`config.mk`:
```
export PLATFORM = sky130hd
export DESIGN_NAME = lsu_top
export DESIGN_NICKNAME = d
export VERILOG_FILES = /design/src/design/lsu_pkg.sv /design/src/design/lsu_request.sv /design/src/design/lsu_axi_write.sv /design/src/design/lsu_axi_read.sv /design/src/design/lsu_load_extend.sv /design/src/design/lsu_top.sv
export SDC_FILE = /design/constraint.sdc
export NUM_CORES = 1
export LEC_CHECK = 0
export BUFFER_PORTS_ARGS = -buffer_cell sky130_fd_sc_hd__clkbuf_2
export CAP_MARGIN = 25
export CORE_ASPECT_RATIO = 1.25
export CORE_MARGIN = 3
export CORE_UTILIZATION = 40
export CTS_BUF_LIST = sky130_fd_sc_hd__clkbuf_4 sky130_fd_sc_hd__clkbuf_8
export DETAILED_ROUTE_END_ITERATION = 10
export PLACE_DENSITY = 0.69
export SLEW_MARGIN = 10
export SYNTH_ARGS = -nofsm -noshare
export SYNTH_HDL_FRONTEND = slang
export SYNTH_SLANG_ARGS = --single-unit
export TNS_END_PERCENT = 5
```
`constraint.sdc`:
```
create_clock -name clk -period 3.9 [get_ports clk]
set_clock_uncertainty 0.2 [all_clocks]
set_input_delay 0.975 -clock clk [delete_from_list [all_inputs] [get_ports clk]]
set_output_delay 0.975 -clock clk [all_outputs]
set_load 0.05 [all_outputs]
```
`src/design/lsu_pkg.sv`:
```
`default_nettype none

package lsu_pkg;

    // bus and core word widths.
    localparam int DATA_WIDTH = 32;
    localparam int ADDR_WIDTH = 32;
    localparam int STRB_WIDTH = DATA_WIDTH / 8;

    // byte offset of an access within a bus word.
    localparam int OFFSET_BITS = 2;

    // one-hot access type fields mem_wtype and mem_rtype.
    localparam int SIZE_BITS = 3;
    localparam int SIZE_BYTE = 0;
    localparam int SIZE_HALF = 1;
    localparam int SIZE_WORD = 2;

    // extension fields, bit 0 is 8 bits and bit 1 is 16 bits.
    localparam int EXT_BITS = 2;
    localparam int EXT_8     = 0;
    localparam int EXT_16    = 1;

    // AXI side fields.
    localparam int PROT_BITS = 3;
    localparam int RESP_BITS = 2;

    localparam logic [PROT_BITS-1:0] PROT_NONE = 3'b000; // unprivileged, secure, data.
    localparam logic [RESP_BITS-1:0] RESP_OKAY = 2'b00;

endpackage

`default_nettype wire

```
`src/design/lsu_request.sv`:
```
`timescale 1ns/1ps
`default_nettype none

module lsu_request
    import lsu_pkg::*;
(
    input  logic                   clk,
    input  logic                   rst,
    input  logic                   mem_valid,
    input  logic                   mem_ren,
    input  logic                   mem_wen,
    input  logic [ADDR_WIDTH-1:0]  alu_result,
    input  logic [DATA_WIDTH-1:0]  mem_wdata,
    input  logic [SIZE_BITS-1:0]   mem_wtype,
    input  logic [SIZE_BITS-1:0]   mem_rtype,
    input  logic [EXT_BITS-1:0]    mem_zero_width,
    input  logic [EXT_BITS-1:0]    mem_sext_width,
    input  logic                   wr_busy,
    input  logic                   rd_busy,
    output logic                   mem_access_flag,
    output logic                   wr_start,
    output logic [ADDR_WIDTH-1:0]  wr_addr,
    output logic [DATA_WIDTH-1:0]  wr_data,
    output logic [STRB_WIDTH-1:0]  wr_strb,
    output logic                   rd_start,
    output logic [ADDR_WIDTH-1:0]  rd_addr,
    output logic [OFFSET_BITS-1:0] ld_offset,
    output logic [SIZE_BITS-1:0]   ld_size,
    output logic                   ld_sext
);

    logic                   wen_q;
    logic                   ren_q;
    logic                   wen_rise;
    logic                   ren_rise;
    logic [OFFSET_BITS-1:0] offset;
    logic                   st_word;
    logic                   st_half;
    logic                   st_byte;
    logic                   ld_raw;
    logic [SIZE_BITS-1:0]   ld_size_next;

    // previous enable levels for edge detection.
    always_ff @(posedge clk) begin
        if (rst) begin
            wen_q <= 1'b0;
            ren_q <= 1'b0;
        end else begin
            wen_q <= mem_wen;
            ren_q <= mem_ren;
        end
    end

    assign wen_rise = mem_valid & mem_wen & ~wen_q;
    assign ren_rise = mem_valid & mem_ren & ~ren_q;

    // an edge seen while the channel is busy is lost.
    assign wr_start = wen_rise & ~wr_busy;
    assign rd_start = ren_rise & ~rd_busy;

    assign mem_access_flag = wr_start | rd_start;

    assign offset = alu_result[OFFSET_BITS-1:0];

    assign st_word = mem_wtype[SIZE_WORD] & (offset == '0);
    assign st_half = mem_wtype[SIZE_HALF] & ~offset[0];
    assign st_byte = mem_wtype[SIZE_BYTE];

    assign wr_addr = alu_result;
    assign wr_data = mem_wdata << {offset, 3'b000}; // move data onto its byte lane.

    always_comb begin
        if (st_word) begin
            wr_strb = '1;
        end else if (st_half) begin
            wr_strb = STRB_WIDTH'(2'b11) << offset;
        end else if (st_byte) begin
            wr_strb = STRB_WIDTH'(1'b1) << offset;
        end else begin
            wr_strb = '0; // misaligned store, nothing written.
        end
    end

    assign rd_addr = alu_result;

    // with neither extension asked for, the raw word comes back.
    assign ld_raw       = (mem_zero_width == '0) && (mem_sext_width == '0);
    assign ld_size_next = ld_raw ? SIZE_BITS'(1 << SIZE_WORD) : mem_rtype;

    // lane info stays put until the next read start.
    always_ff @(posedge clk) begin
        if (rd_start) begin
            ld_offset <= offset;
            ld_size   <= ld_size_next;
            ld_sext   <= |mem_sext_width;
        end
    end

endmodule

`default_nettype wire

```
`src/design/lsu_axi_write.sv`:
```
`timescale 1ns/1ps
`default_nettype none

module lsu_axi_write
    import lsu_pkg::*;
(
    input  logic                  clk,
    input  logic                  rst,
    input  logic                  wr_start,
    input  logic [ADDR_WIDTH-1:0] wr_addr,
    input  logic [DATA_WIDTH-1:0] wr_data,
    input  logic [STRB_WIDTH-1:0] wr_strb,
    input  logic                  awready,
    input  logic                  wready,
    input  logic                  bvalid,
    input  logic [RESP_BITS-1:0]  bresp,
    output logic                  awvalid,
    output logic [ADDR_WIDTH-1:0] awaddr,
    output logic [PROT_BITS-1:0]  awprot,
    output logic                  wvalid,
    output logic [DATA_WIDTH-1:0] wdata,
    output logic [STRB_WIDTH-1:0] wstrb,
    output logic                  bready,
    output logic                  wr_busy,
    output logic                  mem_wcomplete
);

    logic aw_hs;
    logic w_hs;
    logic b_hs;

    assign aw_hs = awvalid & awready;
    assign w_hs  = wvalid & wready;
    assign b_hs  = bvalid & bready;

    assign awprot = PROT_NONE;

    // payload is taken at the start and held for the whole transaction.
    always_ff @(posedge clk) begin
        if (wr_start) begin
            awaddr <= wr_addr;
            wdata  <= wr_data;
            wstrb  <= wr_strb;
        end
    end

    always_ff @(posedge clk) begin
        if (rst) begin
            awvalid <= 1'b0;
            wvalid  <= 1'b0;
            wr_busy <= 1'b0;
        end else begin
            if (wr_start) begin
                awvalid <= 1'b1;
                wr_busy <= 1'b1;
            end else if (aw_hs) begin
                awvalid <= 1'b0;
            end

            if (aw_hs) begin
                wvalid <= 1'b1; // data phase follows the address.
            end else if (w_hs) begin
                wvalid <= 1'b0;
            end

            if (b_hs) begin
                wr_busy <= 1'b0;
            end
        end
    end

    // accept the response one cycle after it shows up.
    always_ff @(posedge clk) begin
        if (rst) begin
            bready <= 1'b0;
        end else if (b_hs) begin
            bready <= 1'b0;
        end else if (bvalid && wr_busy) begin
            bready <= 1'b1;
        end
    end

    // bresp is accepted as is, any code ends the write.
    assign mem_wcomplete = b_hs;

endmodule

`default_nettype wire

```
`src/design/lsu_axi_read.sv`:
```
`timescale 1ns/1ps
`default_nettype none

module lsu_axi_read
    import lsu_pkg::*;
(
    input  logic                  clk,
    input  logic                  rst,
    input  logic                  rd_start,
    input  logic [ADDR_WIDTH-1:0] rd_addr,
    input  logic                  arready,
    input  logic                  rvalid,
    input  logic [DATA_WIDTH-1:0] rdata,
    input  logic [RESP_BITS-1:0]  rresp,
    output logic                  arvalid,
    output logic [ADDR_WIDTH-1:0] araddr,
    output logic [PROT_BITS-1:0]  arprot,
    output logic                  rready,
    output logic                  rd_busy,
    output logic                  rd_done,
    output logic [DATA_WIDTH-1:0] rd_word
);

    logic ar_hs;
    logic r_hs;
    logic ar_done; // address accepted, data still owed.

    assign ar_hs = arvalid & arready;
    assign r_hs  = rvalid & rready;

    assign arprot = PROT_NONE;

    always_ff @(posedge clk) begin
        if (rd_start) begin
            araddr <= rd_addr;
        end
    end

    always_ff @(posedge clk) begin
        if (rst) begin
            arvalid <= 1'b0;
            ar_done <= 1'b0;
            rready  <= 1'b0;
        end else begin
            if (rd_start) begin
                arvalid <= 1'b1;
            end else if (ar_hs) begin
                arvalid <= 1'b0;
            end

            if (ar_hs) begin
                ar_done <= 1'b1;
            end else if (r_hs) begin
                ar_done <= 1'b0;
            end

            if (r_hs) begin
                rready <= 1'b0;
            end else if (rvalid && ar_done) begin
                rready <= 1'b1; // one cycle after rvalid is seen.
            end
        end
    end

    assign rd_busy = arvalid | ar_done;

    // rresp is not looked at, the word is passed on regardless.
    assign rd_done = r_hs;
    assign rd_word = rdata;

endmodule

`default_nettype wire

```
`src/design/lsu_load_extend.sv`:
```
`timescale 1ns/1ps
`default_nettype none

module lsu_load_extend
    import lsu_pkg::*;
(
    input  logic                   clk,
    input  logic                   rst,
    input  logic                   rd_done,
    input  logic [DATA_WIDTH-1:0]  rd_word,
    input  logic [OFFSET_BITS-1:0] ld_offset,
    input  logic [SIZE_BITS-1:0]   ld_size,
    input  logic                   ld_sext,
    output logic                   mem_rvalid,
    output logic [DATA_WIDTH-1:0]  mem_wreg
);

    logic [7:0]            lane_byte;
    logic [15:0]           lane_half;
    logic [DATA_WIDTH-1:0] load_value;

    assign lane_byte = rd_word[{ld_offset, 3'b000} +: 8];

    always_comb begin
        case (ld_offset)
            2'd0:    lane_half = rd_word[15:0];
            2'd2:    lane_half = rd_word[31:16];
            default: lane_half = 16'h0000; // odd offset.
        endcase
    end

    always_comb begin
        if (ld_size[SIZE_BYTE]) begin
            load_value = {{(DATA_WIDTH-8){ld_sext & lane_byte[7]}}, lane_byte};
        end else if (ld_size[SIZE_HALF]) begin
            load_value = {{(DATA_WIDTH-16){ld_sext & lane_half[15]}}, lane_half};
        end else begin
            load_value = rd_word;
        end
    end

    always_ff @(posedge clk) begin
        if (rst) begin
            mem_rvalid <= 1'b0;
        end else begin
            mem_rvalid <= rd_done;
        end
    end

    // result register, only loaded when a word arrives.
    always_ff @(posedge clk) begin
        if (rd_done) begin
            mem_wreg <= load_value;
        end
    end

endmodule

`default_nettype wire

```
`src/design/lsu_top.sv`:
```
`timescale 1ns/1ps
`default_nettype none

module lsu_top
    import lsu_pkg::*;
(
    input  logic                  clk,
    input  logic                  rst,
    input  logic                  mem_valid,
    input  logic                  mem_ren,
    input  logic                  mem_wen,
    input  logic [ADDR_WIDTH-1:0] alu_result,
    input  logic [DATA_WIDTH-1:0] mem_wdata,
    input  logic [SIZE_BITS-1:0]  mem_wtype,
    input  logic [SIZE_BITS-1:0]  mem_rtype,
    input  logic [EXT_BITS-1:0]   mem_zero_width,
    input  logic [EXT_BITS-1:0]   mem_sext_width,
    output logic                  mem_access_flag,
    output logic                  mem_wcomplete,
    output logic                  mem_rvalid,
    output logic [DATA_WIDTH-1:0] mem_wreg,

    output logic                  awvalid,
    input  logic                  awready,
    output logic [ADDR_WIDTH-1:0] awaddr,
    output logic [PROT_BITS-1:0]  awprot,
    output logic                  wvalid,
    input  logic                  wready,
    output logic [DATA_WIDTH-1:0] wdata,
    output logic [STRB_WIDTH-1:0] wstrb,
    input  logic                  bvalid,
    output logic                  bready,
    input  logic [RESP_BITS-1:0]  bresp,
    output logic                  arvalid,
    input  logic                  arready,
    output logic [ADDR_WIDTH-1:0] araddr,
    output logic [PROT_BITS-1:0]  arprot,
    input  logic                  rvalid,
    output logic                  rready,
    input  logic [DATA_WIDTH-1:0] rdata,
    input  logic [RESP_BITS-1:0]  rresp
);

    logic                   wr_start;
    logic [ADDR_WIDTH-1:0]  wr_addr;
    logic [DATA_WIDTH-1:0]  wr_data;
    logic [STRB_WIDTH-1:0]  wr_strb;
    logic                   wr_busy;
    logic                   rd_start;
    logic [ADDR_WIDTH-1:0]  rd_addr;
    logic                   rd_busy;
    logic                   rd_done;
    logic [DATA_WIDTH-1:0]  rd_word;
    logic [OFFSET_BITS-1:0] ld_offset;
    logic [SIZE_BITS-1:0]   ld_size;
    logic                   ld_sext;

    lsu_request u_request (
        .clk, .rst, .mem_valid, .mem_ren, .mem_wen, .alu_result, .mem_wdata,
        .mem_wtype, .mem_rtype, .mem_zero_width, .mem_sext_width,
        .wr_busy, .rd_busy, .mem_access_flag,
        .wr_start, .wr_addr, .wr_data, .wr_strb,
        .rd_start, .rd_addr, .ld_offset, .ld_size, .ld_sext
    );

    lsu_axi_write u_axi_write (
        .clk, .rst, .wr_start, .wr_addr, .wr_data, .wr_strb,
        .awready, .wready, .bvalid, .bresp,
        .awvalid, .awaddr, .awprot, .wvalid, .wdata, .wstrb, .bready,
        .wr_busy, .mem_wcomplete
    );

    lsu_axi_read u_axi_read (
        .clk, .rst, .rd_start, .rd_addr, .arready, .rvalid, .rdata, .rresp,
        .arvalid, .araddr, .arprot, .rready, .rd_busy, .rd_done, .rd_word
    );

    // lane info from the request stage meets the word from the bus here.
    lsu_load_extend u_load_extend (
        .clk, .rst, .rd_done, .rd_word, .ld_offset, .ld_size, .ld_sext,
        .mem_rvalid, .mem_wreg
    );

endmodule

`default_nettype wire

```
==> metrics <==
pwr/cell area 443.1 nW/um^2; Final HPWL DP about 12000 um; Final setup viols 0; top-count cell post-synth edfxtp_1; first-pass GRT wire length 23800 um; Critical Path RT 2.72 ns; Hold WC Path Type reg -> reg; # hold bufs at CTS 0; total track usage 18.96%; DIE HEIGHT 142.9 um; Worst Max-Slew Pin Slew 0.7141 ns; Worst-Skew Late Latency 0.43 ns; fin nets 790; clk buf depth 2; share of post-route cells with drive strength above 1 44.48%; Design Power around 3.4 mW; Worst setup EP type output port; PortBufs 254; final wirelength 15840 um; Final period util 79.51%; max-slew violations 0; Synth Instances roughly 420; cts bufs inserted 17; Peak VDD IR 0.0003366 V; initial DRC count 405; #FFs+latches synth 145; Distinct cells, synth 40; crit path DAT around 1.9 ns; ANT nets after route 0; Layout Cells excl Fill 857; Avg Inst Size Synth 14.41 um^2; Horiz. Die Dim 115.5 um; Post-route DRC 0; Top FF cell, synth edfxtp_1; minimum clock period approximately 3.1 ns; die area 16500 um^2; area grow syn2layout 29.70%; cell taking the most area after synthesis edfxtp_1; Static Leak approximately 3.2 nW; synthesized cell area 5994 um^2; hold violation count in the final report 0; top cells by area, synth edfxtp_1 68%, dfxtp_1 3.3%, nor2b_1 2.8%; clk sinks around 150; max_slew headroom between 50 and 60%; CP Launch Type input port; largest net degree at the start of global routing 70; YS warnings 0; setup TNS 0 ns; top cell type's share of synthesized area between 60 and 70%; WS Path Type in -> out; vias in the first global route 4497; root buf cell clkbuf_8; antenna violations before repair 2; run status finished clean; WHS 0.2735 ns; Core Region 14530 um^2; RSZ-0062 raised after global routing false; vias after detailed routing about 4500; Hold Path Depth 2; Starting Density 41.26%; Post-synth EDFFs approximately 140; Crit Path Max Fanout 3; ys async rst share 0%; htree depth 4; grt total ovfl 0; FF-to-FF path depth 4; Worst-path clk slew around 0.08 ns; leading cell types by count after synthesis 135 x edfxtp_1, 30 x nand2_1, 27 x nor2b_1, 23 x a21oi_1, 17 x o21ai_0; I/O pin cnt 266; ant diodes 0; FP Rows just under 50; FMAX about 0.32 GHz; RePlAce Congestion approximately 0.88; CTS tree done; post-DR wirelength/cell about 18 um; Post-Place Cells 825; Max-cap violations 0; sequential fraction of the synthesis area 70.97%; # resized after CTS 0; setup repair bufs after CTS 0; TritonRoute pass-1 iters 5; Via density 5.279
[flip-flops by register name, summed over array words and instances (netlist names), 2 cells and up]
| signal | flops |
|---|---|
| u_load_extend.mem_wreg | 32 |
| u_axi_write.awaddr | 32 |
| u_axi_write.wdata | 32 |
| u_axi_read.araddr | 31 |
| u_request.ld_size | 2 |
| u_axi_write.wstrb | 4 |
[routing by layer]
metal | vias up | routed length (um) | track usage (%)
li1 | 2106 | - | -
met1 | 2137 | 5686 | 20.91
met2 | 254 | 7964 | 31.43
met3 | 23 | 1848 | 9.284
met4 | 4 | 317 | 7.355
met5 | - | 27 | 0
[critical path, stage by stage]
cell and delay (ns):
clkbuf_2 0.09, nand2_1 0.05, or4_1 0.45, nand2_1 0.09, clkbuf_2 0.28
[layout by cell type (no fill, tap or decap), types with 13 or more instances in the layout]
cell type and instances:
a32oi_1 16, nor2_1 13, mux2i_1 16, a21oi_1 23, clkbuf_2 254, clkbuf_8 17, nor2b_1 27, o21ai_0 17
nand2_1 30, a31oi_1 14, edfxtp_1 135
[where the power goes]
part	internal, mW	switching, mW	total [mW]
clock	0.535	0.642	1.18
combinational	0.133	0.347	0.480
sequential	1.77	0.0214	1.79
total	2.43	1.01	3.44
[cell families (layout without fill, tap and decap cells)]
logic type,Yosys count,in the layout,synth area share (%)
other,1,6,0.06256
muxes,18,18,3.173
and+or+nand+nor,98,98,8.808
DFF,145,145,70.97
AOI/OAI and AO/OA,109,109,12.54
adders and majority gates,4,4,0.8349
buffers and inverters,41,299,3.611
[area by class of cell]
class	count	area, um^2
clock buffers	17	234.0
clock inverters	15	162.7
fillers	1232	6755
inverters	6	22.52
multi-input cells	235	1543
flip-flops and latches	145	4254
well taps	178	222.7
repair buffers	261	1336
[metrics by stage]
stage / setup slack (ns) / utilization, % / area, um^2
final: 0.7993 / 53.51 / 7775
after global routing: 0.7552 / 53.51 / 7775
after CTS: 0.7990 / 53.51 / 7775
after detailed placement: 0.8007 / 50.78 / 7378
after global placement: 0.8032 / 50.78 / 7378
after floorplan: 0.8028 / - / 6013
[final timing paths]
check                                  start                                  end  slack [ns]
min reg2reg  u_axi_write.wvalid$_SDFFE_PP0P_      u_axi_write.wvalid$_SDFFE_PP0P_        0.27
max reg2reg   u_axi_read.araddr[1]$_DFFE_PP_  u_load_extend.mem_wreg[9]$_DFFE_PP_        1.47
min          u_axi_write.wvalid$_SDFFE_PP0P_      u_axi_write.wvalid$_SDFFE_PP0P_        0.27
max                                mem_valid                      mem_access_flag        0.80
Note: power is estimated with default switching activity, not from simulation.
